==> config.mk <==
export PLATFORM = sky130hd
export DESIGN_NAME = regfile
export DESIGN_NICKNAME = d
export VERILOG_FILES = /design/src/regfile.sv
export SDC_FILE = /design/constraint.sdc
export NUM_CORES = 2
export LEC_CHECK = 0
export ABC_CLOCK_PERIOD_IN_PS = 3800
export BUFFER_PORTS_ARGS = -buffer_cell sky130_fd_sc_hd__buf_2
export CAP_MARGIN = 10
export CELL_PAD_IN_SITES_DETAIL_PLACEMENT = 0
export CELL_PAD_IN_SITES_GLOBAL_PLACEMENT = 1
export CORE_ASPECT_RATIO = 0.9
export CORE_MARGIN = 5
export CORE_UTILIZATION = 54
export DETAILED_ROUTE_END_ITERATION = 12
export PLACE_DENSITY = 0.91
export RECOVER_POWER = 25
export REMOVE_ABC_BUFFERS = 1
export SKIP_CTS_REPAIR_TIMING = 1
export SYNTH_ARGS = -nofsm -noshare
export SYNTH_HDL_FRONTEND = slang
export SYNTH_SLANG_ARGS = --single-unit
export TNS_END_PERCENT = 30
==> constraint.sdc <==
create_clock -name clk -period 3.8 [get_ports clk]
set_clock_uncertainty 0.15 [all_clocks]
set_input_delay 0.76 -clock clk [delete_from_list [all_inputs] [get_ports clk]]
set_output_delay 0.76 -clock clk [all_outputs]
set_load 0.05 [all_outputs]
==> src/regfile.sv <==
`timescale 1ns/100ps

module regfile (
    input  logic        clk,
    input  logic        reset,
    input  logic [4:0]  rs_addr,
    input  logic [4:0]  rt_addr,
    input  logic        wr_en,
    input  logic [4:0]  wr_addr,
    input  logic [31:0] wr_data,
    output logic [31:0] rs_data,
    output logic [31:0] rt_data
);
    logic [31:0] regs [32];

    always_ff @(posedge clk) begin
        if (reset) begin
            for (int i = 0; i < 32; i++) begin
                regs[i] <= '0;
            end
        end else if (wr_en && (wr_addr != 5'd0)) begin
            regs[wr_addr] <= wr_data;
        end
    end

    // no write bypass; decode interlocks instead.
    assign rs_data = (rs_addr == 5'd0) ? 32'b0 : regs[rs_addr];
    assign rt_data = (rt_addr == 5'd0) ? 32'b0 : regs[rt_addr];

endmodule

Yosys cells after proc, flatten, opt, wreduce, memory -nomap -nowiden. Memory sizes are Yosys's and may differ from the RTL's. Index checks and enable logic that the tools add are counted.

Muxes and demuxes: 10. Reductions and logical operators: 5.

Operators by type and width (number): 32-bit 2-to-1 mux (3); 32-bit OR reduction (1); 5-bit logical NOT (2); 1-bit 2-to-1 mux (6); 5-bit 2-to-1 mux (1); 5-bit nonzero test (1); 1-bit logical AND (1).

Bits in registers: 0. Memory bits (writable): 1024. Input bits: 50. Output and inout port bits: 64. Word-level logic and storage cells: 16. Memories kept: 1.

Memories: regs (depth 32, width 32, rd ports 2, clocked after memory_dff 0, wr ports 32, line 14) `logic [31:0] regs [32];`.

Longest topological paths before layout.
Word-level depth: 7. Mapped depth: 9. Depth with buffers taken out: 4.

Least setup slack after synthesis. OpenSTA, ideal clock, no wires.

Kind: input to output. Start: input rt_addr[0]. End: output rt_data[30]. Data arrival time: 4.092 ns. Required time: 2.890 ns. Setup slack: -1.202 ns. Stages: 6. Cells stage by stage: buf_2 -> buf_6 -> buf_4 -> mux4_2 -> mux2i_1 -> a2111oi_0.

Word-level cells in the longest chain between the ends: 2.

Ends and longest elaborated chain: from (decl) (line 7) `input logic [4:0] rt_addr,`; memory 32 x 32 bit or 5-bit logical NOT (tied branches); 32-bit 2-to-1 mux (*) (line 28) `assign rt_data = (rt_addr == 5'd0) ? 32'b0 : regs[rt_addr];`; to (decl) (line 12) `output logic [31:0] rt_data`.

Every way passes the cells marked *; elsewhere a longest branch is shown, timed or not.

==> impl_metrics.toml <==
[grt]
grt_pass1_vias = 36200
global_route_overflow = 0
grtUsageTotal_pct = 33.9
grt_pass1_wl_mm = 259
grt_start_max_net_pins = 56
grt_antenna_before_repair = 16

[worst_setup_path]
cp.buffers_inverters = 3
worstSetupStartpointType = "primary input"
worstPathMaxFanout = 32
worst-endpoint-required_ns = 4.07
critical-path-top-delay-family = "buffers and inverters"
cp_data_arrival_time_ns = 4.15
critical_path_cell_by_cell = "clkbuf_1, nand4b_1, clkbuf_1, nor2_4, clkbuf_2, and2_1"
timing.critical_path.to_type = "register"
crit_slowest_cell = "sky130_fd_sc_hd__clkbuf_1"
setup.worst_path.class = "primary input to register"
critical-path-max-stage-delay_ns = 1.08
most_used_cell_along_the_critical_path = "sky130_fd_sc_hd__clkbuf_1"

[sta]
max_slew_margin_pct = 0.841
hold-worst-slack_ns = 0.506
slew_violations = 0
hold_violations = 0
fmax_ghz = 0.258
finalCritPeriodShare_pct = 102
tightestPinTransition_ns = 1.49
finalWorstPathRequiredPeriod_ns = 3.88
final.setup.worst_slack_ns = -0.0788
finalSetupViolations = 186
grt_setup_unrepaired = "yes"

[pwr]
pwr-share-clk_pct = 36.2
share_comb_of_total_power_pct = 14.7
share_of_total_power_consumed_by_net_switching_pct = 25.8
ir_worst_vdd_uv = 376
power-per-cell-area_nw_per_um2 = 436
power.switching_uw = 7060
seq_power_share_pct = 49.1
internal_power_uw = 20300
power.static_leakage_uw = 0.0218

[routing]
totalWireLength_mm = 184
drt_first_iter_violations = 6142
ant_nets = 0
avgViaCountPerCell = 7.10
post_drt_wl_per_cell_um = 35.8
route.detailed.drc = 0
routed-via-count = 36500
drt-pass1-iter-count = 7

[yosys]
synth_enable_flop_cells = 1024
synth.distinct_cells = 42
postSynth.topFlopCell = "sky130_fd_sc_hd__edfxtp_1"
syn_inst = 3502
post_synth.cell_area_avg_um2 = 15.5
postSynth.asyncResetShare_pct = 0
yosysWarningCount = 0
sequential_fraction_of_the_synthesis_area_pct = 56.7
mappedNetlistArea_um2 = 54300
postSynthRegisterBits = 1024

[cts]
ctsLongestPathBuffers = 3
tritoncts_clock_tree = "done"
clk_pin_slew_ns = 0.06
cts_root_buf = "sky130_fd_sc_hd__clkbuf_16"
clock_sinks = 1024
numCtsBuffers = 104
cts_max_level = 3

[layout]
largest_registers = "regs: 1024 flops"
layout_common_cells = "sky130_fd_sc_hd__edfxtp_1 (1024), sky130_fd_sc_hd__and2_1 (855), sky130_fd_sc_hd__mux4_2 (472)"
nNetsFinal = 3762
layout_commonest_cell = "sky130_fd_sc_hd__edfxtp_1"
share_of_post_route_cells_with_drive_strength_above_1_pct = 32.1
max_flop_register = "regs"
final_cell_area_um2 = 62600
post_layout_nonfiller_instances = 5143
largest_register_ff_count = 1024
layout-area-overhead-vs-synth_pct = 15.4

[outcome]
violations_in_the_final_reports = "setup timing"
run_status = "finished with violations"

[die]
die_w_um = 344
num_rows = 110
overall_die_height_um = 311
initial_core_util_pct = 54.3
fp.coreArea_um2 = 99900
i_o_pin_total = 114
die_area_um2 = 107000

[place]
gp_congestion = 0.917
buffer_ports.inserted = 113
placement.cell_area_um2 = 58800
dpl.hpwl_mm = 110
dp_cells = 4938

[flow_run]
max_cap_violations = 0

[min_path]
min-delay-path-class = "primary input to register"
## layout make-up
| cell class | instances | area, um^2 |
|---|---|---|
| inverters | 2 | 7.51 |
| repair buffers | 460 | 4580 |
| multi-input cells | 2120 | 22400 |
| diodes | 4 | 10.0 |
| clock buffers | 126 | 2710 |
| well taps | 1344 | 1680 |
| clock inverters | 63 | 512 |
| flip-flops and latches | 1024 | 30700 |
| fillers | 6906 | 37300 |
## per-layer routing
layer / vias to the layer above / routed length, um / track usage [%]
met3: 767 / 31300 / 12.2
met2: 3645 / 81200 / 49.8
li1: 14000 / - / -
met1: 18100 / 60200 / 45.4
met5: - / 74 / 0
met4: 12 / 11500 / 16.2
## synth_stat cells, types with 14 or more instances
master / count / area share [%]
sky130_fd_sc_hd__clkbuf_1: 271 / 1.9
sky130_fd_sc_hd__mux4_2: 472 / 20
sky130_fd_sc_hd__a22oi_1: 16 / 0.22
sky130_fd_sc_hd__buf_6: 21 / 0.44
sky130_fd_sc_hd__and2_1: 995 / 11
sky130_fd_sc_hd__mux2_2: 30 / 0.62
sky130_fd_sc_hd__nor2_1: 36 / 0.25
sky130_fd_sc_hd__a2111oi_0: 14 / 0.23
sky130_fd_sc_hd__buf_4: 38 / 0.53
sky130_fd_sc_hd__buf_2: 46 / 0.42
sky130_fd_sc_hd__a2111oi_1: 41 / 0.76
sky130_fd_sc_hd__nor3_1: 54 / 0.50
sky130_fd_sc_hd__nor2b_1: 14 / 0.16
sky130_fd_sc_hd__mux2i_1: 150 / 2.8
sky130_fd_sc_hd__a22o_1: 51 / 0.82
sky130_fd_sc_hd__or2_2: 33 / 0.38
sky130_fd_sc_hd__edfxtp_1: 1024 / 57
sky130_fd_sc_hd__o22ai_1: 103 / 1.2
## stage by stage
| stage | TNS, ns | utilization (%) | setup slack, ns | power [uW] |
|---|---|---|---|---|
| 4_1_cts | -4.78 | 62.1 | -0.395 | 27100 |
| 2_1_floorplan | -91.79 | - | -1.74 | 15400 |
| 3_3_place_gp | -3.69 | 58.9 | -0.393 | 17300 |
| 5_1_grt | -1.41 | 62.7 | -0.0719 | 28000 |
| 3_5_place_dp | -4.19 | 58.9 | -0.367 | 17400 |
| 6_report | -5.23 | 62.7 | -0.0788 | 27300 |
## power by group through the flow
stage                     Combinational (uW)  Clock, uW  Sequential, uW
final                                   4010       9900           13400
after global routing                    4120      10400           13400
after CTS                               3820       9910           13400
after detailed placement                3800          0           13600
after global placement                  3750          0           13600
after floorplan                         1980          0           13500
## path summary, 6_finish.rpt
kind	depth (start not counted)	startpoint	slack, ns	end
max	6	reset	-0.08	regs[3][7]
min	2	wr_data[28]	0.51	regs[24][28]
## cells by family (layout without fill, tap and decap cells)
| group | count (synthesis) | after routing | share of synthesized area, % |
|---|---|---|---|
| compound gates | 259 | 259 | 3.65 |
| buf+inv | 389 | 651 | 3.35 |
| flops | 1024 | 1024 | 56.7 |
| mux | 652 | 652 | 23.0 |
| other cells | 1 | 36 | 0.00691 |
| simple gates | 1177 | 1177 | 13.3 |
(Power assumes the default switching activity.)
