`src/mips_pkg.sv`:
```
package mips_pkg;

    // primary opcodes.
    localparam logic [5:0] OP_RTYPE = 6'h00;
    localparam logic [5:0] OP_BEQ   = 6'h04;
    localparam logic [5:0] OP_BNE   = 6'h05;
    localparam logic [5:0] OP_ADDI  = 6'h08;
    localparam logic [5:0] OP_ADDIU = 6'h09;
    localparam logic [5:0] OP_SLTI  = 6'h0a;
    localparam logic [5:0] OP_SLTIU = 6'h0b;
    localparam logic [5:0] OP_ANDI  = 6'h0c;
    localparam logic [5:0] OP_ORI   = 6'h0d;
    localparam logic [5:0] OP_XORI  = 6'h0e;
    localparam logic [5:0] OP_LUI   = 6'h0f;

    // funct codes under OP_RTYPE.
    localparam logic [5:0] FN_SLL     = 6'h00;
    localparam logic [5:0] FN_SRL     = 6'h02;
    localparam logic [5:0] FN_SRA     = 6'h03;
    localparam logic [5:0] FN_SLLV    = 6'h04;
    localparam logic [5:0] FN_SRLV    = 6'h06;
    localparam logic [5:0] FN_SRAV    = 6'h07;
    localparam logic [5:0] FN_SYSCALL = 6'h0c;
    localparam logic [5:0] FN_BREAK   = 6'h0d;
    localparam logic [5:0] FN_MFHI    = 6'h10;
    localparam logic [5:0] FN_MTHI    = 6'h11;
    localparam logic [5:0] FN_MFLO    = 6'h12;
    localparam logic [5:0] FN_MTLO    = 6'h13;
    localparam logic [5:0] FN_MULT    = 6'h18;
    localparam logic [5:0] FN_MULTU   = 6'h19;
    localparam logic [5:0] FN_ADD     = 6'h20;
    localparam logic [5:0] FN_ADDU    = 6'h21;
    localparam logic [5:0] FN_SUB     = 6'h22;
    localparam logic [5:0] FN_SUBU    = 6'h23;
    localparam logic [5:0] FN_AND     = 6'h24;
    localparam logic [5:0] FN_OR      = 6'h25;
    localparam logic [5:0] FN_XOR     = 6'h26;
    localparam logic [5:0] FN_NOR     = 6'h27;
    localparam logic [5:0] FN_SLT     = 6'h2a;
    localparam logic [5:0] FN_SLTU    = 6'h2b;

    localparam logic [2:0] EXC_NONE     = 3'd0;
    localparam logic [2:0] EXC_OVERFLOW = 3'd1;
    localparam logic [2:0] EXC_RESERVED = 3'd2;
    localparam logic [2:0] EXC_SYSCALL  = 3'd3;
    localparam logic [2:0] EXC_BREAK    = 3'd4;

    // immediate forms carried in ctrl_t.imm_sel.
    localparam logic [1:0] IMM_NONE  = 2'd0;
    localparam logic [1:0] IMM_EXT   = 2'd1;
    localparam logic [1:0] IMM_UPPER = 2'd2;

    typedef enum logic [3:0] {
        ALU_ADD  = 4'd0,  ALU_SUB   = 4'd1,  ALU_AND  = 4'd2,  ALU_OR   = 4'd3,
        ALU_NOR  = 4'd4,  ALU_XOR   = 4'd5,  ALU_SLL  = 4'd6,  ALU_SRL  = 4'd7,
        ALU_SRA  = 4'd8,  ALU_SLT   = 4'd9,  ALU_SLTU = 4'd10, ALU_LUI  = 4'd11,
        ALU_MULT = 4'd12, ALU_MULTU = 4'd13, ALU_PASS = 4'd14
    } alu_op_e;

    typedef enum logic [1:0] {
        DEST_NONE = 2'd0,
        DEST_RD   = 2'd1,
        DEST_RT   = 2'd2
    } dest_sel_e;

    typedef struct packed {
        logic [5:0] op;
        logic [4:0] rs;
        logic [4:0] rt;
        logic [4:0] rd;
        logic [4:0] shamt;
        logic [5:0] funct;
    } r_fields_t;

    typedef struct packed {
        logic [5:0]  op;
        logic [4:0]  rs;
        logic [4:0]  rt;
        logic [15:0] imm16;
    } i_fields_t;

    typedef union packed {
        r_fields_t r_fields;
        i_fields_t i_fields;
    } instr_u;

    typedef struct packed {
        logic      sign_ext;
        logic [1:0] imm_sel;
        dest_sel_e dest_sel;
        logic      reg_write;
        logic      hi_read;
        logic      lo_read;
        logic      hi_write;
        logic      lo_write;
        logic      shift_var;
        logic      use_imm;
        alu_op_e   alu_op;
        logic      ovf_check;
    } ctrl_t;

    typedef struct packed {
        logic [31:0] pc;
        ctrl_t       ctrl;
        logic [4:0]  dest;
        logic [31:0] opa;
        logic [31:0] opb;
        logic [4:0]  shamt;
        logic        taken;
        logic [2:0]  exc;
    } dx_t;

    typedef struct packed {
        logic [31:0] pc;
        logic [4:0]  dest;
        logic        we;
        logic        hi_we;
        logic        lo_we;
        logic [31:0] value;
        logic [31:0] hi_val;
        logic [31:0] lo_val;
        logic        hi_rd;
        logic        lo_rd;
        logic        taken;
        logic [2:0]  exc;
    } xr_t;

    typedef struct packed {
        logic [31:0] pc;
        logic [4:0]  dest;
        logic        we;
        logic [31:0] wdata;
        logic        taken;
        logic [2:0]  exc;
    } retire_t;

    // writes still in flight in a later stage.
    typedef struct packed {
        logic [4:0] dest;
        logic       we;
        logic       hi_we;
        logic       lo_we;
        logic       valid;
    } pending_t;

endpackage

```
`src/result_stage.sv`:
```
`timescale 1ns/100ps

module result_stage (
    input  logic               clk,
    input  logic               reset,
    input  logic               in_valid,
    input  mips_pkg::xr_t      xr,
    input  logic               out_ready,
    output logic               in_ready,
    output logic               out_valid,
    output mips_pkg::retire_t  out_rec,
    output logic               wr_en,
    output logic [4:0]         wr_addr,
    output logic [31:0]        wr_data,
    output mips_pkg::pending_t pend_r
);
    mips_pkg::xr_t xr_q;
    logic          valid_q;
    logic [31:0]   hi_q;
    logic [31:0]   lo_q;
    logic          fire;

    assign in_ready = !valid_q || out_ready;
    assign out_valid = valid_q;
    assign fire = valid_q && out_ready;

    always_ff @(posedge clk) begin
        if (reset) begin
            valid_q <= 1'b0;
        end else if (in_ready) begin
            valid_q <= in_valid;
        end
    end

    always_ff @(posedge clk) begin
        if (in_valid && in_ready) begin
            xr_q <= xr;
        end
    end

    // hi and lo are architectural, so they start cleared.
    always_ff @(posedge clk) begin
        if (reset) begin
            hi_q <= '0;
            lo_q <= '0;
        end else if (fire) begin
            if (xr_q.hi_we) begin
                hi_q <= xr_q.hi_val;
            end
            if (xr_q.lo_we) begin
                lo_q <= xr_q.lo_val;
            end
        end
    end

    always_comb begin
        out_rec.pc = xr_q.pc;
        out_rec.dest = xr_q.dest;
        out_rec.we = xr_q.we;
        if (xr_q.hi_rd) begin
            out_rec.wdata = hi_q;
        end else if (xr_q.lo_rd) begin
            out_rec.wdata = lo_q;
        end else begin
            out_rec.wdata = xr_q.value;
        end
        out_rec.taken = xr_q.taken;
        out_rec.exc = xr_q.exc;
    end

    assign wr_en = fire && xr_q.we && (xr_q.exc == mips_pkg::EXC_NONE);
    assign wr_addr = xr_q.dest;
    assign wr_data = out_rec.wdata;

    assign pend_r = '{dest: xr_q.dest, we: xr_q.we, hi_we: xr_q.hi_we,
                      lo_we: xr_q.lo_we, valid: valid_q};

    rec_held: assert property (@(posedge clk) disable iff (reset)
                               out_valid && !out_ready |=> $stable(out_rec))
        else $error("retire record changed while stalled.");

endmodule

```
`config.mk`:
```
export PLATFORM = sky130hd
export DESIGN_NAME = result_stage
export DESIGN_NICKNAME = d
export VERILOG_FILES = /design/src/mips_pkg.sv /design/src/result_stage.sv
export SDC_FILE = /design/constraint.sdc
export NUM_CORES = 1
export LEC_CHECK = 0
export BUFFER_PORTS_ARGS = -buffer_cell sky130_fd_sc_hd__buf_4
export CAP_MARGIN = 25
export CORE_MARGIN = 2
export CORE_UTILIZATION = 46
export DETAILED_ROUTE_END_ITERATION = 7
export PLACE_DENSITY = 0.76
export SLEW_MARGIN = 15
export SYNTH_ARGS = -nofsm -noshare
export SYNTH_HDL_FRONTEND = slang
export SYNTH_SLANG_ARGS = --single-unit
export TNS_END_PERCENT = 1
```
`constraint.sdc`:
```
create_clock -name clk -period 5.15 [get_ports clk]
set_input_delay 1.03 -clock clk [delete_from_list [all_inputs] [get_ports clk]]
set_output_delay 1.03 -clock clk [all_outputs]
set_load 0.005 [all_outputs]
```
After elaboration in Yosys (flattened, before gate mapping):

Index checks and enable logic that the tools add are counted.

* muxes and demuxes: 2
* reductions and logical operators: 9

Operators with widths (count)
* two-way mux 32 bit: 2
* logical AND 1 bit: 4
* AND reduction 2 bit: 2
* logical NOT 3 bit: 1
* logical NOT 1 bit: 1
* logical OR 1 bit: 1

* bits in registers: 207
* bits of input ports: 146

Depth between registers and ports, before layout:

* word-level depth: 3
* depth in mapped cells: 5
* depth with buffers taken out: 2

Worst setup path after synthesis:

Ideal clock, no wire load.

* path type: input to register
* start point: in out_ready
* end point: reg xr_q (netlist bit out_rec[0]), enable pin
* library setup time: 0.519 ns
* arrival time: 4.455 ns
* slack: 0.176 ns
* stages: 2
* cells stage by stage: nand2b_1 and2_1

* word-level cells in the longest chain between the ends: 2

Ends and longest elaborated chain
* start: declaration: RTL line result_stage.sv:8 `input logic out_ready,`
* logical OR 1 bit: RTL line result_stage.sv:23 `assign in_ready = !valid_q || out_ready;`
* logical AND 1 bit: RTL line result_stage.sv:36 `if (in_valid && in_ready) begin`
* end signal: assignment: RTL line result_stage.sv:37 `xr_q <= xr;`
* end: declaration: RTL line result_stage.sv:17 `mips_pkg::xr_t xr_q;`

No other way between the ends.
A chain may end at the register's enable or synchronous reset.

==> results.txt <==
The flow ran to the end, and the final reports show no timing, DRC or antenna violations. The number of instances in the placed design came out at 1,006. After detailed routing, the average wire length per cell comes to 15.5 µm. The synthesized area per cell came out at 13.8 µm². The number of DRC violations after detailed-routing iteration 0 is 162. The maximum buffer depth of the clock tree came out at 3. The first global-routing pass estimated 25,600 µm of wire. The total of warnings raised by yosys is 0. TritonCTS built the clock tree.

The hold path endpoint is hi_q[0]$_SDFFE_PP0P_. The final count of negative-setup-slack endpoints came out at 0. The die boundary width is 141 µm. The final hold violation count is 0.

The number of maximum-capacitance constraint violations is 0. Among all cell types in the netlist, the one instantiated most often is sky130_fd_sc_hd__edfxtp_1. For this configuration, the core starts out at a cell density of 47.3%. The vias per cell is 4.74.

The number of antenna diodes in the final layout is 0. Gates resized during post-CTS repair numbered 0. In the final layout, flip-flops and latches occupy 0.00557 mm². The critical path required time came out at 4.12 ns. The final-report max-slew violation count is 0.

Across the VDD grid, the largest voltage drop is 0.292 mV. The final total negative setup slack is 0 ns. The area of the mapped netlist came out at 0.00858 mm².

After clock tree synthesis, the clock-pin slew on the worst setup and hold paths is 0.06 ns. The number of routed nets with antenna violations is 0. STA classifies the critical path startpoint as a register. In this run the core area contains 49 standard-cell rows. Derived from the worst setup path, the maximum achievable clock frequency is 325 MHz. The congestion estimate from routability-driven global placement came to 0.762. Summed over all layers, the routed wires come to 16,300 µm. The total number of H-tree levels is 1. Summed over all instances, the cell type with the most area after synthesis is sky130_fd_sc_hd__edfxtp_1. The final instance area came out at 0.0108 mm². Summing all placed instances gives a cell area of 0.0101 mm². The top-level port count is 269.

The overall global routing resource usage is 16.1%. By area the synthesized netlist is led by sky130_fd_sc_hd__edfxtp_1 50%, sky130_fd_sc_hd__dfxtp_1 15%, sky130_fd_sc_hd__mux2i_1 11%, sky130_fd_sc_hd__nand2b_1 9.4%, sky130_fd_sc_hd__buf_4 7.7%. The type of destination of the critical path is an output port. The via total after detailed routing is 4,963.

At the end of the flow, the number of nets in the layout was 948. Across all hold checks on the routed design, the worst slack comes to 0.471 ns. The number of clock sinks came out at 207. The cell depth of the worst hold path came out at 2.

The number of cells on the worst reg-to-reg path came out at 3. The number of post-CTS setup repair buffers is 0. The critical path is of the register to output port type. Cells with a size suffix above 1 make up 38.3% of the layout. Data arrives at the worst endpoint at 2.05 ns. The via count of the first global-routing pass came out at 5,137. In the routed design, unresolved DRC markers number 0. The multi-input combinational cells in the finished layout cover a total of 0.00209 mm². The path class of the tightest hold or removal check is register to register. The non-filler instance count after layout came out at 1,047. The count of buffers inserted at the top-level ports came out at 268. The fill cell total of the finished layout is 1,463. The slack of the worst reg-to-reg path came out at 3.05 ns. The number of hold-repair buffers added at the cts stage came out at 0. The detailed placement HPWL is 10,900 µm. The iteration count of the initial detailed-routing pass came out at 4. The reg-to-reg startpoint is out_valid$_SDFFE_PP0P_. The count of flip-flops with a built-in enable after synthesis is 142.

The maximum number of pins on one net before global-route repair is 130. The sequential share of the synthesized area came out at 64.8%. In this run, synthesis produced a sequential element count of 207. The floorplan step defined a die boundary enclosing 0.0198 mm². The clock period minus final worst setup slack came out at 3.08 ns. The fraction of registers with async set/reset is 0%. The vertical die dimension is 141 µm. The area growth from synthesis to final layout came out at 25.5%. The power per cell area came out at 351 mW/mm².

The tightest slew margin relative to the limit came out at 36.9%. The insertion delay of the later-clocked pin in the worst-skew pair came out at 0.50 ns. The net count of the mapped netlist came out at 770.

In this run the static leakage power is 4.29 nW. In this run the most critical hold path is launched from hi_q[0]$_SDFFE_PP0P_. The number of clock buffers added by TritonCTS is 23. The initial antenna violation count was 0. The root buffer cell chosen for the clock tree is sky130_fd_sc_hd__clkbuf_16. Setup repair after global routing left no endpoint under its margin. The end of the worst register-to-register path is xr_q[37]$_DFFE_PP_. The biggest fanout along the worst timing path came out at 13. The area fraction of the dominant cell type after synthesis came out at 49.7%.

After synthesis, the most frequently instantiated cells are 142 x sky130_fd_sc_hd__edfxtp_1, 129 x sky130_fd_sc_hd__nand2b_1, 96 x sky130_fd_sc_hd__mux2i_1. The maximum clock skew at final layout came out at 0.0130 ns. The floorplan step defined a core boundary enclosing 0.0181 mm². Synthesis handed over a netlist of 624 instances. Summed over all layers, the global routing overflow is 0. The slew of the pin with the lowest slew margin came out at 0.947 ns. In the synthesized netlist the dominant register cell turns out to be sky130_fd_sc_hd__edfxtp_1. The number of different library cells used by synthesis comes to 17. The share of the clock period used by the worst path is 59.7%.
## how the worst max path moves through the flow
stage	start	end	slack, ns	depth (start not counted)
after CTS	xr_q[4]$_DFFE_PP_	wr_data[15]	2.01	4
after floorplan	out_ready	out_rec[0]$_DFFE_PP_	0.18	2
after detailed placement	out_ready	out_rec[67]$_DFFE_PP_	2.23	4
after global placement	xr_q[4]$_DFFE_PP_	out_rec[22]	2.01	4
after global routing	xr_q[4]$_DFFE_PP_	wr_data[15]	1.93	4
final	xr_q[4]$_DFFE_PP_	out_rec[19]	2.07	4
## stage by stage
stage	utilization, %	power [mW]	setup slack (ns)
after floorplan	-	2.12	0.176
after global placement	55.1	2.25	2.01
after detailed placement	55.4	2.26	2.23
after CTS	59.4	3.83	2.01
after global routing	59.4	3.92	1.93
final	59.4	3.78	2.07
## per-layer routing
layer | track usage, % | up-vias | part of all wire (%)
li1 | - | 2417 | -
met1 | 19.9 | 2326 | 42
met2 | 27.4 | 188 | 48
met3 | 4.65 | 32 | 7.3
met4 | 4.95 | 0 | 2.8
met5 | 0 | - | 0
## kinds of logic after synthesis
family | Yosys count | synth area share (%)
compound gates | 33 | 1.92
simple gates | 166 | 11.2
mux | 96 | 11.2
flops | 207 | 64.8
buf+inv | 122 | 10.8
## final cells by class
type                       instances  area share (%)
clock inverter                    11            1.07
timing repair buffer             274            19.5
inverter                           1          0.0348
clock buffer                      30            5.68
multi-input combinational        295            19.4
tap                              229            2.66
sequential                       207            51.6
## layout by cell type, fill, tap and decap left out
| cell type | instances |
|---|---|
| sky130_fd_sc_hd__inv_6 | 2 |
| sky130_fd_sc_hd__inv_1 | 1 |
| sky130_fd_sc_hd__a21oi_1 | 1 |
| sky130_fd_sc_hd__clkbuf_8 | 1 |
| sky130_fd_sc_hd__nand2_1 | 32 |
| sky130_fd_sc_hd__clkinvlp_4 | 1 |
| sky130_fd_sc_hd__clkbuf_16 | 23 |
| sky130_fd_sc_hd__buf_4 | 270 |
| sky130_fd_sc_hd__nand2b_1 | 129 |
| sky130_fd_sc_hd__bufinv_16 | 2 |
| sky130_fd_sc_hd__o21ai_1 | 32 |
| sky130_fd_sc_hd__clkbuf_1 | 6 |
| sky130_fd_sc_hd__and2_4 | 1 |
| sky130_fd_sc_hd__mux2i_1 | 96 |
| sky130_fd_sc_hd__clkinv_2 | 6 |
| sky130_fd_sc_hd__buf_8 | 1 |
| sky130_fd_sc_hd__buf_12 | 3 |
| sky130_fd_sc_hd__and3_2 | 3 |
| sky130_fd_sc_hd__nor4b_1 | 1 |
| sky130_fd_sc_hd__edfxtp_1 | 142 |
| sky130_fd_sc_hd__dfxtp_1 | 65 |
## sequential cells by signal (all words and copies together) (netlist names)
register / cells
out_valid: 1
hi_q: 32
lo_q: 32
out_rec: 37
pend_r: 2
wr_addr: 5
xr_q: 98
## power breakdown
group,internal (mW),switching (mW),total [mW]
Combinational,0.186,0.133,0.319
Sequential,1.87,0.0287,1.90
Clock,0.940,0.621,1.56
Total,3.00,0.782,3.78
## critical path: stages, from the launching register on
cell                       delay, ns
sky130_fd_sc_hd__edfxtp_1       0.67
sky130_fd_sc_hd__buf_4          0.36
sky130_fd_sc_hd__mux2i_1        0.26
sky130_fd_sc_hd__o21ai_1        0.10
sky130_fd_sc_hd__buf_4          0.17
(Power assumes the default switching activity.)
