==> config.mk <==
export PLATFORM = sky130hd
export DESIGN_NAME = decode
export DESIGN_NICKNAME = d
export VERILOG_FILES = /design/src/mips_pkg.sv /design/src/decode.sv
export SDC_FILE = /design/constraint.sdc
export NUM_CORES = 1
export LEC_CHECK = 0
export BUFFER_PORTS_ARGS = -buffer_cell sky130_fd_sc_hd__buf_2
export CORE_AREA = 2 2 110 112
export DETAILED_ROUTE_END_ITERATION = 7
export DIE_AREA = 0 0 112 114
export GPL_TIMING_DRIVEN = 0
export PLACE_DENSITY = 0.66
export SYNTH_ARGS = -nofsm -noshare
export SYNTH_HDL_FRONTEND = slang
export SYNTH_SLANG_ARGS = --single-unit
==> constraint.sdc <==
create_clock -name vclk -period 4.5
set_input_delay 0.9 -clock vclk [all_inputs]
set_output_delay 0.9 -clock vclk [all_outputs]
set_load 0.005 [all_outputs]
==> src/mips_pkg.sv <==
package mips_pkg;

    // primary opcodes.
    localparam logic [5:0] OP_RTYPE = 6'h00;
    localparam logic [5:0] OP_BEQ   = 6'h04;
    localparam logic [5:0] OP_BNE   = 6'h05;
    localparam logic [5:0] OP_ADDI  = 6'h08;
    localparam logic [5:0] OP_ADDIU = 6'h09;
    localparam logic [5:0] OP_SLTI  = 6'h0a;
    localparam logic [5:0] OP_SLTIU = 6'h0b;
    localparam logic [5:0] OP_ANDI  = 6'h0c;
    localparam logic [5:0] OP_ORI   = 6'h0d;
    localparam logic [5:0] OP_XORI  = 6'h0e;
    localparam logic [5:0] OP_LUI   = 6'h0f;

    // funct codes under OP_RTYPE.
    localparam logic [5:0] FN_SLL     = 6'h00;
    localparam logic [5:0] FN_SRL     = 6'h02;
    localparam logic [5:0] FN_SRA     = 6'h03;
    localparam logic [5:0] FN_SLLV    = 6'h04;
    localparam logic [5:0] FN_SRLV    = 6'h06;
    localparam logic [5:0] FN_SRAV    = 6'h07;
    localparam logic [5:0] FN_SYSCALL = 6'h0c;
    localparam logic [5:0] FN_BREAK   = 6'h0d;
    localparam logic [5:0] FN_MFHI    = 6'h10;
    localparam logic [5:0] FN_MTHI    = 6'h11;
    localparam logic [5:0] FN_MFLO    = 6'h12;
    localparam logic [5:0] FN_MTLO    = 6'h13;
    localparam logic [5:0] FN_MULT    = 6'h18;
    localparam logic [5:0] FN_MULTU   = 6'h19;
    localparam logic [5:0] FN_ADD     = 6'h20;
    localparam logic [5:0] FN_ADDU    = 6'h21;
    localparam logic [5:0] FN_SUB     = 6'h22;
    localparam logic [5:0] FN_SUBU    = 6'h23;
    localparam logic [5:0] FN_AND     = 6'h24;
    localparam logic [5:0] FN_OR      = 6'h25;
    localparam logic [5:0] FN_XOR     = 6'h26;
    localparam logic [5:0] FN_NOR     = 6'h27;
    localparam logic [5:0] FN_SLT     = 6'h2a;
    localparam logic [5:0] FN_SLTU    = 6'h2b;

    localparam logic [2:0] EXC_NONE     = 3'd0;
    localparam logic [2:0] EXC_OVERFLOW = 3'd1;
    localparam logic [2:0] EXC_RESERVED = 3'd2;
    localparam logic [2:0] EXC_SYSCALL  = 3'd3;
    localparam logic [2:0] EXC_BREAK    = 3'd4;

    // immediate forms carried in ctrl_t.imm_sel.
    localparam logic [1:0] IMM_NONE  = 2'd0;
    localparam logic [1:0] IMM_EXT   = 2'd1;
    localparam logic [1:0] IMM_UPPER = 2'd2;

    typedef enum logic [3:0] {
        ALU_ADD  = 4'd0,  ALU_SUB   = 4'd1,  ALU_AND  = 4'd2,  ALU_OR   = 4'd3,
        ALU_NOR  = 4'd4,  ALU_XOR   = 4'd5,  ALU_SLL  = 4'd6,  ALU_SRL  = 4'd7,
        ALU_SRA  = 4'd8,  ALU_SLT   = 4'd9,  ALU_SLTU = 4'd10, ALU_LUI  = 4'd11,
        ALU_MULT = 4'd12, ALU_MULTU = 4'd13, ALU_PASS = 4'd14
    } alu_op_e;

    typedef enum logic [1:0] {
        DEST_NONE = 2'd0,
        DEST_RD   = 2'd1,
        DEST_RT   = 2'd2
    } dest_sel_e;

    typedef struct packed {
        logic [5:0] op;
        logic [4:0] rs;
        logic [4:0] rt;
        logic [4:0] rd;
        logic [4:0] shamt;
        logic [5:0] funct;
    } r_fields_t;

    typedef struct packed {
        logic [5:0]  op;
        logic [4:0]  rs;
        logic [4:0]  rt;
        logic [15:0] imm16;
    } i_fields_t;

    typedef union packed {
        r_fields_t r_fields;
        i_fields_t i_fields;
    } instr_u;

    typedef struct packed {
        logic      sign_ext;
        logic [1:0] imm_sel;
        dest_sel_e dest_sel;
        logic      reg_write;
        logic      hi_read;
        logic      lo_read;
        logic      hi_write;
        logic      lo_write;
        logic      shift_var;
        logic      use_imm;
        alu_op_e   alu_op;
        logic      ovf_check;
    } ctrl_t;

    typedef struct packed {
        logic [31:0] pc;
        ctrl_t       ctrl;
        logic [4:0]  dest;
        logic [31:0] opa;
        logic [31:0] opb;
        logic [4:0]  shamt;
        logic        taken;
        logic [2:0]  exc;
    } dx_t;

    typedef struct packed {
        logic [31:0] pc;
        logic [4:0]  dest;
        logic        we;
        logic        hi_we;
        logic        lo_we;
        logic [31:0] value;
        logic [31:0] hi_val;
        logic [31:0] lo_val;
        logic        hi_rd;
        logic        lo_rd;
        logic        taken;
        logic [2:0]  exc;
    } xr_t;

    typedef struct packed {
        logic [31:0] pc;
        logic [4:0]  dest;
        logic        we;
        logic [31:0] wdata;
        logic        taken;
        logic [2:0]  exc;
    } retire_t;

    // writes still in flight in a later stage.
    typedef struct packed {
        logic [4:0] dest;
        logic       we;
        logic       hi_we;
        logic       lo_we;
        logic       valid;
    } pending_t;

endpackage

==> src/decode.sv <==
`timescale 1ns/100ps

module decode (
    input  mips_pkg::instr_u   instr,
    input  logic [31:0]        pc,
    input  logic [31:0]        rs_data,
    input  logic [31:0]        rt_data,
    input  mips_pkg::pending_t pend_x,
    input  mips_pkg::pending_t pend_r,
    input  logic               dx_ready,
    output logic [4:0]         rs_addr,
    output logic [4:0]         rt_addr,
    output mips_pkg::dx_t      dx,
    output logic               stall
);
    logic [5:0]      op;
    logic [5:0]      funct;
    logic [15:0]     imm16;
    mips_pkg::ctrl_t ctrl;
    logic [2:0]      exc;
    logic [31:0]     ext_imm;
    logic [31:0]     imm;
    logic [4:0]      dest;
    logic            rs_used;
    logic            rt_used;
    logic            hazard;

    function automatic logic pending_hit(mips_pkg::pending_t p, logic [4:0] rs, logic [4:0] rt,
                                         logic use_rs, logic use_rt, logic hi_rd, logic lo_rd);
        logic reg_hit;
        logic hilo_hit;
        reg_hit = p.we && (p.dest != 5'd0) &&
                  ((use_rs && (p.dest == rs)) || (use_rt && (p.dest == rt)));
        hilo_hit = (p.hi_we && hi_rd) || (p.lo_we && lo_rd);
        return p.valid && (reg_hit || hilo_hit);
    endfunction

    assign op = instr.i_fields.op;
    assign funct = instr.r_fields.funct;
    assign imm16 = instr.i_fields.imm16;
    assign rs_addr = instr.i_fields.rs;
    assign rt_addr = instr.i_fields.rt;

    // ctrl bits run sign_ext, imm_sel, dest_sel, reg_write, hi_read, lo_read,
    // hi_write, lo_write, shift_var, use_imm, alu_op and ovf_check.
    always_comb begin
        exc = mips_pkg::EXC_NONE;
        ctrl = '0;
        if (op == mips_pkg::OP_RTYPE) begin
            case (funct)
                mips_pkg::FN_ADDU:    ctrl = 17'b0_00_01_1_0000_0_0_0000_0;
                mips_pkg::FN_ADD:     ctrl = 17'b0_00_01_1_0000_0_0_0000_1;
                mips_pkg::FN_SUBU:    ctrl = 17'b0_00_01_1_0000_0_0_0001_0;
                mips_pkg::FN_SUB:     ctrl = 17'b0_00_01_1_0000_0_0_0001_1;
                mips_pkg::FN_AND:     ctrl = 17'b0_00_01_1_0000_0_0_0010_0;
                mips_pkg::FN_OR:      ctrl = 17'b0_00_01_1_0000_0_0_0011_0;
                mips_pkg::FN_NOR:     ctrl = 17'b0_00_01_1_0000_0_0_0100_0;
                mips_pkg::FN_XOR:     ctrl = 17'b0_00_01_1_0000_0_0_0101_0;
                mips_pkg::FN_SLL:     ctrl = 17'b0_00_01_1_0000_0_0_0110_0;
                mips_pkg::FN_SRL:     ctrl = 17'b0_00_01_1_0000_0_0_0111_0;
                mips_pkg::FN_SRA:     ctrl = 17'b0_00_01_1_0000_0_0_1000_0;
                mips_pkg::FN_SLLV:    ctrl = 17'b0_00_01_1_0000_1_0_0110_0;
                mips_pkg::FN_SRLV:    ctrl = 17'b0_00_01_1_0000_1_0_0111_0;
                mips_pkg::FN_SRAV:    ctrl = 17'b0_00_01_1_0000_1_0_1000_0;
                mips_pkg::FN_SLT:     ctrl = 17'b0_00_01_1_0000_0_0_1001_0;
                mips_pkg::FN_SLTU:    ctrl = 17'b0_00_01_1_0000_0_0_1010_0;
                mips_pkg::FN_MFHI:    ctrl = 17'b0_00_01_1_1000_0_0_1110_0;
                mips_pkg::FN_MFLO:    ctrl = 17'b0_00_01_1_0100_0_0_1110_0;
                mips_pkg::FN_MTHI:    ctrl = 17'b0_00_00_0_0010_0_0_1110_0;
                mips_pkg::FN_MTLO:    ctrl = 17'b0_00_00_0_0001_0_0_1110_0;
                mips_pkg::FN_MULT:    ctrl = 17'b0_00_00_0_0011_0_0_1100_0;
                mips_pkg::FN_MULTU:   ctrl = 17'b0_00_00_0_0011_0_0_1101_0;
                mips_pkg::FN_SYSCALL: exc = mips_pkg::EXC_SYSCALL;
                mips_pkg::FN_BREAK:   exc = mips_pkg::EXC_BREAK;
                default:              exc = mips_pkg::EXC_RESERVED;
            endcase
        end else begin
            case (op)
                mips_pkg::OP_ADDIU: ctrl = 17'b1_01_10_1_0000_0_1_0000_0;
                mips_pkg::OP_ADDI:  ctrl = 17'b1_01_10_1_0000_0_1_0000_1;
                mips_pkg::OP_ANDI:  ctrl = 17'b0_01_10_1_0000_0_1_0010_0;
                mips_pkg::OP_ORI:   ctrl = 17'b0_01_10_1_0000_0_1_0011_0;
                mips_pkg::OP_XORI:  ctrl = 17'b0_01_10_1_0000_0_1_0101_0;
                mips_pkg::OP_SLTI:  ctrl = 17'b1_01_10_1_0000_0_1_1001_0;
                mips_pkg::OP_SLTIU: ctrl = 17'b1_01_10_1_0000_0_1_1010_0;
                mips_pkg::OP_LUI:   ctrl = 17'b0_10_10_1_0000_0_1_1011_0;
                // branches only report taken.
                mips_pkg::OP_BEQ, mips_pkg::OP_BNE: ctrl = '0;
                default: exc = mips_pkg::EXC_RESERVED;
            endcase
        end
    end

    assign ext_imm = ctrl.sign_ext ? {{16{imm16[15]}}, imm16} : {16'b0, imm16};

    always_comb begin
        case (ctrl.imm_sel)
            mips_pkg::IMM_EXT:   imm = ext_imm;
            mips_pkg::IMM_UPPER: imm = {imm16, 16'b0};
            mips_pkg::IMM_NONE:  imm = '0;
            default:             imm = '0;
        endcase
    end

    always_comb begin
        case (ctrl.dest_sel)
            mips_pkg::DEST_RD: dest = instr.r_fields.rd;
            mips_pkg::DEST_RT: dest = rt_addr;
            default:           dest = 5'd0;
        endcase
    end

    always_comb begin
        dx.pc = pc;
        dx.ctrl = ctrl;
        dx.dest = dest;
        dx.opa = rs_data;
        dx.opb = ctrl.use_imm ? imm : rt_data;
        dx.shamt = ctrl.shift_var ? rs_data[4:0] : instr.r_fields.shamt;
        dx.taken = ((op == mips_pkg::OP_BEQ) && (rs_data == rt_data)) ||
                   ((op == mips_pkg::OP_BNE) && (rs_data != rt_data));
        dx.exc = exc;
    end

    // lui never reads rs; only R-type words and branches read rt.
    assign rs_used = (op != mips_pkg::OP_LUI);
    assign rt_used = (op == mips_pkg::OP_RTYPE) || (op == mips_pkg::OP_BEQ) ||
                     (op == mips_pkg::OP_BNE);

    assign hazard = pending_hit(pend_x, rs_addr, rt_addr, rs_used, rt_used,
                                ctrl.hi_read, ctrl.lo_read) ||
                    pending_hit(pend_r, rs_addr, rt_addr, rs_used, rt_used,
                                ctrl.hi_read, ctrl.lo_read);
    assign stall = hazard || !dx_ready;

    // a word that reads only register 0 and neither hi nor lo never waits on a later stage.
    always_comb begin
        if (dx_ready && ((rs_addr == 5'd0) || !rs_used) && ((rt_addr == 5'd0) || !rt_used) &&
            !ctrl.hi_read && !ctrl.lo_read) begin
            assert (!stall)
            else $error("decode stalled on a register 0 hazard.");
        end
    end

endmodule

Yosys cells after proc, flatten, opt, wreduce, memory -nomap -nowiden

Index checks and enable logic that the tools add are counted.
W data, S select, Z words.

Equal/unequal tests: 44
Muxes and demuxes: 11
Reduce and logical (&&, ||, !) cells: 34

Operator list:

| kind                 | number |
|---|---|
| $pmux W13 S22        | 1 |
| $pmux W17 S8         | 1 |
| $mux W32             | 2 |
| $pmux W32 S2         | 1 |
| $eq A6 B4 Y1 const B | 10 |
| $eq A6 B6 Y1 const B | 10 |
| $eq A6 B5 Y1 const B | 6 |
| $eq A32 B32 Y1       | 1 |
| $ne A32 B32 Y1       | 1 |
| $eq A6 B3 Y1 const B | 5 |
| $reduce_or A22 Y1    | 1 |
| $eq A5 B5 Y1         | 4 |
| $mux W17             | 1 |
| $logic_and A1 B1 Y1  | 16 |
| $eq A6 B2 Y1 const B | 2 |
| $logic_not A6 Y1     | 2 |
| $logic_or A1 B1 Y1   | 11 |
| $pmux W5 S2          | 1 |
| $reduce_bool A5 Y1   | 2 |
| $reduce_or A10 Y1    | 1 |
| $pmux W3 S3          | 1 |
| $ne A6 B4 Y1 const B | 1 |
| $mux W5              | 1 |
| $eq A2 B1 Y1 const B | 2 |
| 4 further kinds      | 5 |

Register bits: 0
Input bits: 147
Output and inout bits: 138
Word-level logic and storage cells: 89

Logic depth before layout (Yosys ltp)

Gate-level depths: netlist of run 1.

Depth after elaboration: 10
Gate-level depth with buffers: 12
Mapped depth without buffers: 8

Worst setup path before layout of run 1

No wires, ideal clock.

Kind: input to output
Start: in instr[31] in the netlist's numbering
End: out dx[15] in the netlist's numbering
Data arrival time: 2.944 ns
Required time: 3.600 ns
Setup slack: 0.656 ns
Stages: 11
Path buffers: 4
Cells stage by stage: or3b_1 -> buf_6 -> clkinv_2 -> buf_2 -> nand2_1 -> ha_1 -> nor2b_1 -> clkbuf_1 -> clkbuf_1 -> nand3_1 -> nand2_1

RTL lines:

| element     | RTL line     | text |
|---|---|---|
| from (decl) | decode.sv:4  | `input mips_pkg::instr_u instr,` |
| to (decl)   | decode.sv:13 | `output mips_pkg::dx_t dx,` |

==> metrics.md, run 1 <==
| Metric | Value |
|---|---|
| GRT Max-Usage Layer | `met2` |
| Met2 GRT Util | `33.1%` |
| CP endpoint kind | `primary output` |
| Dpl hpwl | `10,900 um` |
| Layout area overhead | `55.9%` |
| Max-Slew Margin vs Limit | `55.6%` |
| Hold Vio Cnt, Final | `0` |
| I/O Pins | `285` |
| Die Area | `12,800 um^2` |
| Type of the most critical hold path | `input pin to primary output` |
| WL/cell | `16.1 um` |
| Vias after detailed routing | `3,570` |
| Initial Utilization | `21.8%` |
| Core ar. | `11,700 um^2` |
| Sequential area share after synthesis | `0%` |
| Clock Power Share | `0%` |
| # diodes | `0` |
| Synth Instances | `388` |
| Routed WL | `12,600 um` |
| Layout clock buffers | `0` |
| Iteration-0 DRC Markers | `206` |
| Synth area leaders | `buf_4 (22%), xor2_1 (14%), nand2_1 (8.8%), a21oi_1 (4.5%), nand3_1 (4.5%)` |
| Placed Area | `3980 um^2` |
| DRT Pass-1 Iters | `4` |
| Nets | `787` |
| Post-CTS Hold Fix Bufs | `0` |
| Tcrit/Tclk final | `95.4%` |
| Met1 Resource Use GR | `22.5%` |
| Setup TNS | `0 ns` |
| Yosys top cell by area | `buf_4` |
| Combinational power share | `100.0%` |
| PwrDens | `83.2 nW/um^2` |
| CP required | `3.60 ns` |
| Cell variety after synth | `56` |
| Most frequent cell after synthesis | `buf_4` |
| Worst Tran Pin Value | `0.664 ns` |
| Final Critical Period | `4.29 ns` |
| First-pass GRT wire length | `18,300 um` |
| Fraction of layout cells with a size suffix above 1 | `56.6%` |
| Max IR drop VDD | `0.0354 mV` |
| Via density | `4.56` |
| Max-Cap Viols | `0` |
| Grt total ovfl | `0` |
| M3 GR Usage | `2.50%` |
| Seq_cells | `0` |
| P_leak | `2.20 nW` |
| Synth Warn # | `0` |
| Row cnt | `40` |
| Setup Viol. Count Final | `0` |
| Vias in the first global route | `3,285` |
| Cell-internal power | `0.000170 W` |
| Post-Syn Area per Cell | `6.59 um^2` |
| Yosys top cell area share | `22.0%` |
| Post-route DRC | `0` |
| Die height | `114 um` |
| Antenna Nets Post-Route | `0` |
| Outcome | `finished, final reports clean` |
| Sw Pwr | `0.000162 W` |
| IO buf count | `248` |
| Gr usage total | `17.9%` |
| Crit-path max FO | `11` |
| RSZ-0062 raised after global routing | `false` |
| Setup CP Type | `input pin to primary output` |
| Synthesized Nets | `537` |
| Crit start category | `input pin` |
| GPL Wtd Cong | `0.906` |
| Util after Layout | `34.0%` |
| Arr. time, crit path | `3.39 ns` |
| Design Area, Final | `3990 um^2` |
| Seq pwr share | `0%` |
| Hold Path Stages | `2` |
| Final Power | `0.000332 W` |
| Net Sw Frac | `48.7%` |
| Worst hold endpoint | `dx[124]` |
| Seq. cell area | `0 um^2` |
| Hold_sp | `pc[29]` |
| Initial antenna violation count | `0` |
| CP Launch Point | `instr[31]` |
| F_max | `233 MHz` |
| Most frequent cells after synthesis | `buf_4 (75), nand2_1 (60), xor2_1 (40), a21oi_1 (23), nand3_1 (23)` |
| Final Max Slew Viols | `0` |
| Area of the mapped netlist | `2560 um^2` |
| Die width | `112 um` |
| Hold Slack | `1.97 ns` |
| Pin count of the biggest net entering global routing | `12` |
==> worst max-delay path: stages <==
cell and delay [ns]:
buf_2 0.13, or3b_1 0.45, buf_6 0.19, clkinv_2 0.12, clkbuf_4 0.26, nand2_1 0.10
ha_1 0.32, nor2b_1 0.12, clkbuf_2 0.20, clkbuf_2 0.29, nand3_1 0.11, nand2_1 0.09
buf_2 0.12
==> cell type report <==
cell class / count / area [um^2]
tap: 147 / 184
buffer: 99 / 694
multi-input combinational: 278 / 1820
inverter: 11 / 42.5
timing repair buffer: 248 / 1240
fill: 1344 / 7720
==> metal layers <==
| metal | wire, um | up-vias |
|---|---|---|
| met5 | 0 | - |
| met4 | 170 | 0 |
| met3 | 1140 | 10 |
| met2 | 6340 | 213 |
| met1 | 4930 | 1588 |
| li1 | - | 1759 |
==> power by group through the flow <==
stage | clock [W] | combinational [W] | sequential, W
after detailed placement | 0 | 0.000334 | 0
after global placement | 0 | 0.000332 | 0
final | 0 | 0.000332 | 0
after CTS | 0 | 0.000335 | 0
after global routing | 0 | 0.000365 | 0
after floorplan | 0 | 0.000166 | 0
==> kinds of logic (layout without fill, tap and decap cells) <==
kind of cell	count (synthesis)	in the layout	share of synthesized area [%]
and+or+nand+nor	138	138	28.9
buffers and inverters	110	358	28.6
AOI/OAI and AO/OA	77	77	19.8
xor gates and xnor gates	52	52	17.8
muxes	8	8	3.48
adders and majority gates	3	3	1.37
==> repair_timing <==
item / 4_1_cts / 5_1_grt
setup endpoints to repair: 10 / 10
gates resized for setup: 1 / 3
setup buffers: 0 / 0
endpoints found under the hold margin: 0 / 0
==> worst max path at each step <==
| stage | to | slack [ns] |
|---|---|---|
| after global routing | dx[15] | 0.02 |
| after global placement | dx[15] | -0.13 |
| after CTS | dx[15] | 0.01 |
| after detailed placement | dx[15] | -0.16 |
| after floorplan | dx[15] | 0.66 |
| final | dx[18] | 0.21 |
==> cell usage in the layout, fill, tap and decap left out, types with 3 or more instances in the layout <==
cell         n
buf_2      255
buf_4       75
nand2_1     60
xor2_1      40
nand3_1     23
a21oi_1     23
o21ai_0     14
nor2_1      12
nor4_1      12
xnor2_1     12
inv_1       10
o21ai_1      9
clkbuf_1     8
mux2_2       7
a22o_1       6
nand2b_1     4
o22ai_1      4
o2111ai_1    4
nor2b_1      3
a32o_1       3
nor3_1       3
buf_1        3
==> through the flow <==
step / worst slack [ns] / cells
finish: 0.206 / 783
floorplan: 0.656 / 388
global route: 0.0242 / 783
detailed placement: -0.160 / 783
global placement: -0.135 / 783
CTS: 0.0141 / 783
No activity file was read; power rests on OpenSTA's default activity.
==> run 2, diff against run 1 <==
--- a/config.mk
+++ b/config.mk
@@ -5,7 +5,7 @@
 export SDC_FILE = /design/constraint.sdc
 export NUM_CORES = 1
 export LEC_CHECK = 0
-export BUFFER_PORTS_ARGS = -buffer_cell sky130_fd_sc_hd__buf_2
+export BUFFER_PORTS_ARGS = -buffer_cell sky130_fd_sc_hd__clkbuf_2
 export CORE_AREA = 2 2 110 112
 export DETAILED_ROUTE_END_ITERATION = 7
 export DIE_AREA = 0 0 112 114
==> run 2 against run 1 <==
First-iteration DRC count down 18%. Fmax about the same. Flip-flop and latch count unchanged. Critical path type unchanged. Count of clock-buffer cells in the layout unchanged. Power up 0.38%. Largest cell class unchanged. Sequential share of layout area unchanged. Non-clock buffer count unchanged. Routed wire length up 0.55%. Die area unchanged. Hold slack better by 0.0026 ns. Global-route usage down 0.11 points.
==> metrics.md, run 2 (same netlist as run 1, synthesis figures left out) <==
| Metric | Value |
|---|---|
| Outcome | `finished, final reports clean` |
| Initial Utilization | `21.8% (unchanged)` |
| Design Area, Final | `3990 um^2 (unchanged)` |
| Die Area | `12,800 um^2 (unchanged)` |
| Iteration-0 DRC Markers | `169 (-18%)` |
| # diodes | `0 (unchanged)` |
| Via density | `4.55 (-0.17%)` |
| Final Critical Period | `4.30 ns (+0.00179 ns)` |
| Type of the most critical hold path | `input pin to primary output` |
| Layout clock buffers | `0 (unchanged)` |
| Row cnt | `40 (unchanged)` |
| Fraction of layout cells with a size suffix above 1 | `56.6% (unchanged)` |
| Gr usage total | `17.8% (-0.11 points)` |
| Setup CP Type | `input pin to primary output` |
| Hold Vio Cnt, Final | `0 (unchanged)` |
| Placed Area | `3980 um^2 (unchanged)` |
| Seq_cells | `0 (unchanged)` |
| GPL Wtd Cong | `0.904 (-0.18%)` |
| Max-Cap Viols | `0 (unchanged)` |
| Nets | `787 (unchanged)` |
| Routed WL | `12,600 um (+0.55%)` |
| Seq. cell area | `0 um^2 (unchanged)` |
| Grt total ovfl | `0 (unchanged)` |
| IO buf count | `248 (unchanged)` |
| First-pass GRT wire length | `18,100 um (-1.2%)` |
| Tcrit/Tclk final | `95.5% (about the same)` |
| Leading cell type in the layout, fill and taps excluded | `clkbuf_2` |
| Vias in the first global route | `3,288 (+0.091%)` |
| Worst Tran Pin Value | `0.662 ns (-0.00223 ns)` |
| Post-CTS setup buffers | `0 (unchanged)` |
| Setup Viol. Count Final | `0 (unchanged)` |
| Antenna Nets Post-Route | `0 (unchanged)` |
| F_max | `233 MHz (about the same)` |
| Final Max Slew Viols | `0 (unchanged)` |
| RSZ-0062 raised after global routing | `false` |
| Initial antenna violation count | `0 (unchanged)` |
| PwrDens | `83.5 nW/um^2 (+0.38%)` |
| Max IR drop VDD | `0.0319 mV (-9.9%)` |
| Vias after detailed routing | `3,564 (-0.17%)` |
| Crit-path max FO | `11 (unchanged)` |
| I/O Pins | `285 (unchanged)` |
| Dpl hpwl | `11,000 um (+0.89%)` |
| Core ar. | `11,700 um^2 (unchanged)` |
| WL/cell | `16.2 um (+0.55%)` |
| Die height | `114 um (unchanged)` |
| P_leak | `2.23 nW (+1.1%)` |
| Pin count of the biggest net entering global routing | `12 (unchanged)` |
| DRT Pass-1 Iters | `4 (unchanged)` |
| Crit start category | `input pin` |
| Placed insts | `783 (unchanged)` |
| Layout area overhead | `55.9% (unchanged)` |
| Post-route insts no fill | `783 (unchanged)` |
| CP endpoint kind | `primary output` |
| Hold Slack | `1.97 ns (+0.00263 ns)` |
| Max-Slew Margin vs Limit | `55.8% (+0.15 points)` |
| Die width | `112 um (unchanged)` |
| CP required | `3.60 ns (about the same)` |
| Most frequent cells in the layout | `clkbuf_2 (250), buf_4 (75), nand2_1 (60)` |
| Arr. time, crit path | `3.40 ns (about the same)` |
| Post-route DRC | `0 (unchanged)` |
| Final Power | `0.000333 W (+0.38%)` |
run 2: through the flow:
step                setup WS, ns  TNS [ns]  util [%]
floorplan                  0.656         0         -
global placement          -0.133     -1.05      34.0
detailed placement        -0.170     -1.41      34.0
CTS                      0.00189         0      34.0
global route              0.0456         0      34.0
finish                     0.204         0      34.0
run 2: final cells by class:
cell class / instances / area, um^2
plain buffers: 99 / 694
fillers: 1336 / 7720
inverters: 11 / 42.5
repair buffers: 248 / 1240
well taps: 147 / 184
multi-input cells: 278 / 1820
run 2: repair_timing:
| item | 4_1_cts | 5_1_grt |
|---|---|---|
| setup endpoints to repair | 10 | 10 |
| hold buffers | 0 | 0 |
| cloned | 0 | 0 |
| resized for setup | 1 | 3 |
run 2: worst paths after layout:
path | depth (start not counted) | from | endpoint | slack (ns)
min | 2 | pc[8] | dx[103] | 1.97
max | 13 | instr[31] | dx[15] | 0.20
run 2: worst max-delay path, stage by stage:
cell and delay [ns]:
clkbuf_2 0.11, or3b_1 0.46, buf_6 0.19, clkinv_2 0.12, clkbuf_4 0.25, nand2_1 0.09, ha_1 0.31, nor2b_1 0.13
clkbuf_2 0.21, clkbuf_2 0.29, nand3_1 0.12, nand2_1 0.09, clkbuf_2 0.11
run 2: power by group:
group / internal [W] / switching, W / total [W] / leakage [nW]
Clock: 0 / 0 / 0 / 0
Sequential: 0 / 0 / 0 / 0
Combinational: 0.000169 / 0.000164 / 0.000333 / 2.23
run 2: metal layers:
| layer | share of wire, % | global-route usage (%) |
|---|---|---|
| met5 | 0 | 0 |
| met4 | 0.74 | 1.63 |
| met3 | 8.4 | 2.55 |
| met2 | 51 | 33.8 |
| met1 | 39 | 22.1 |
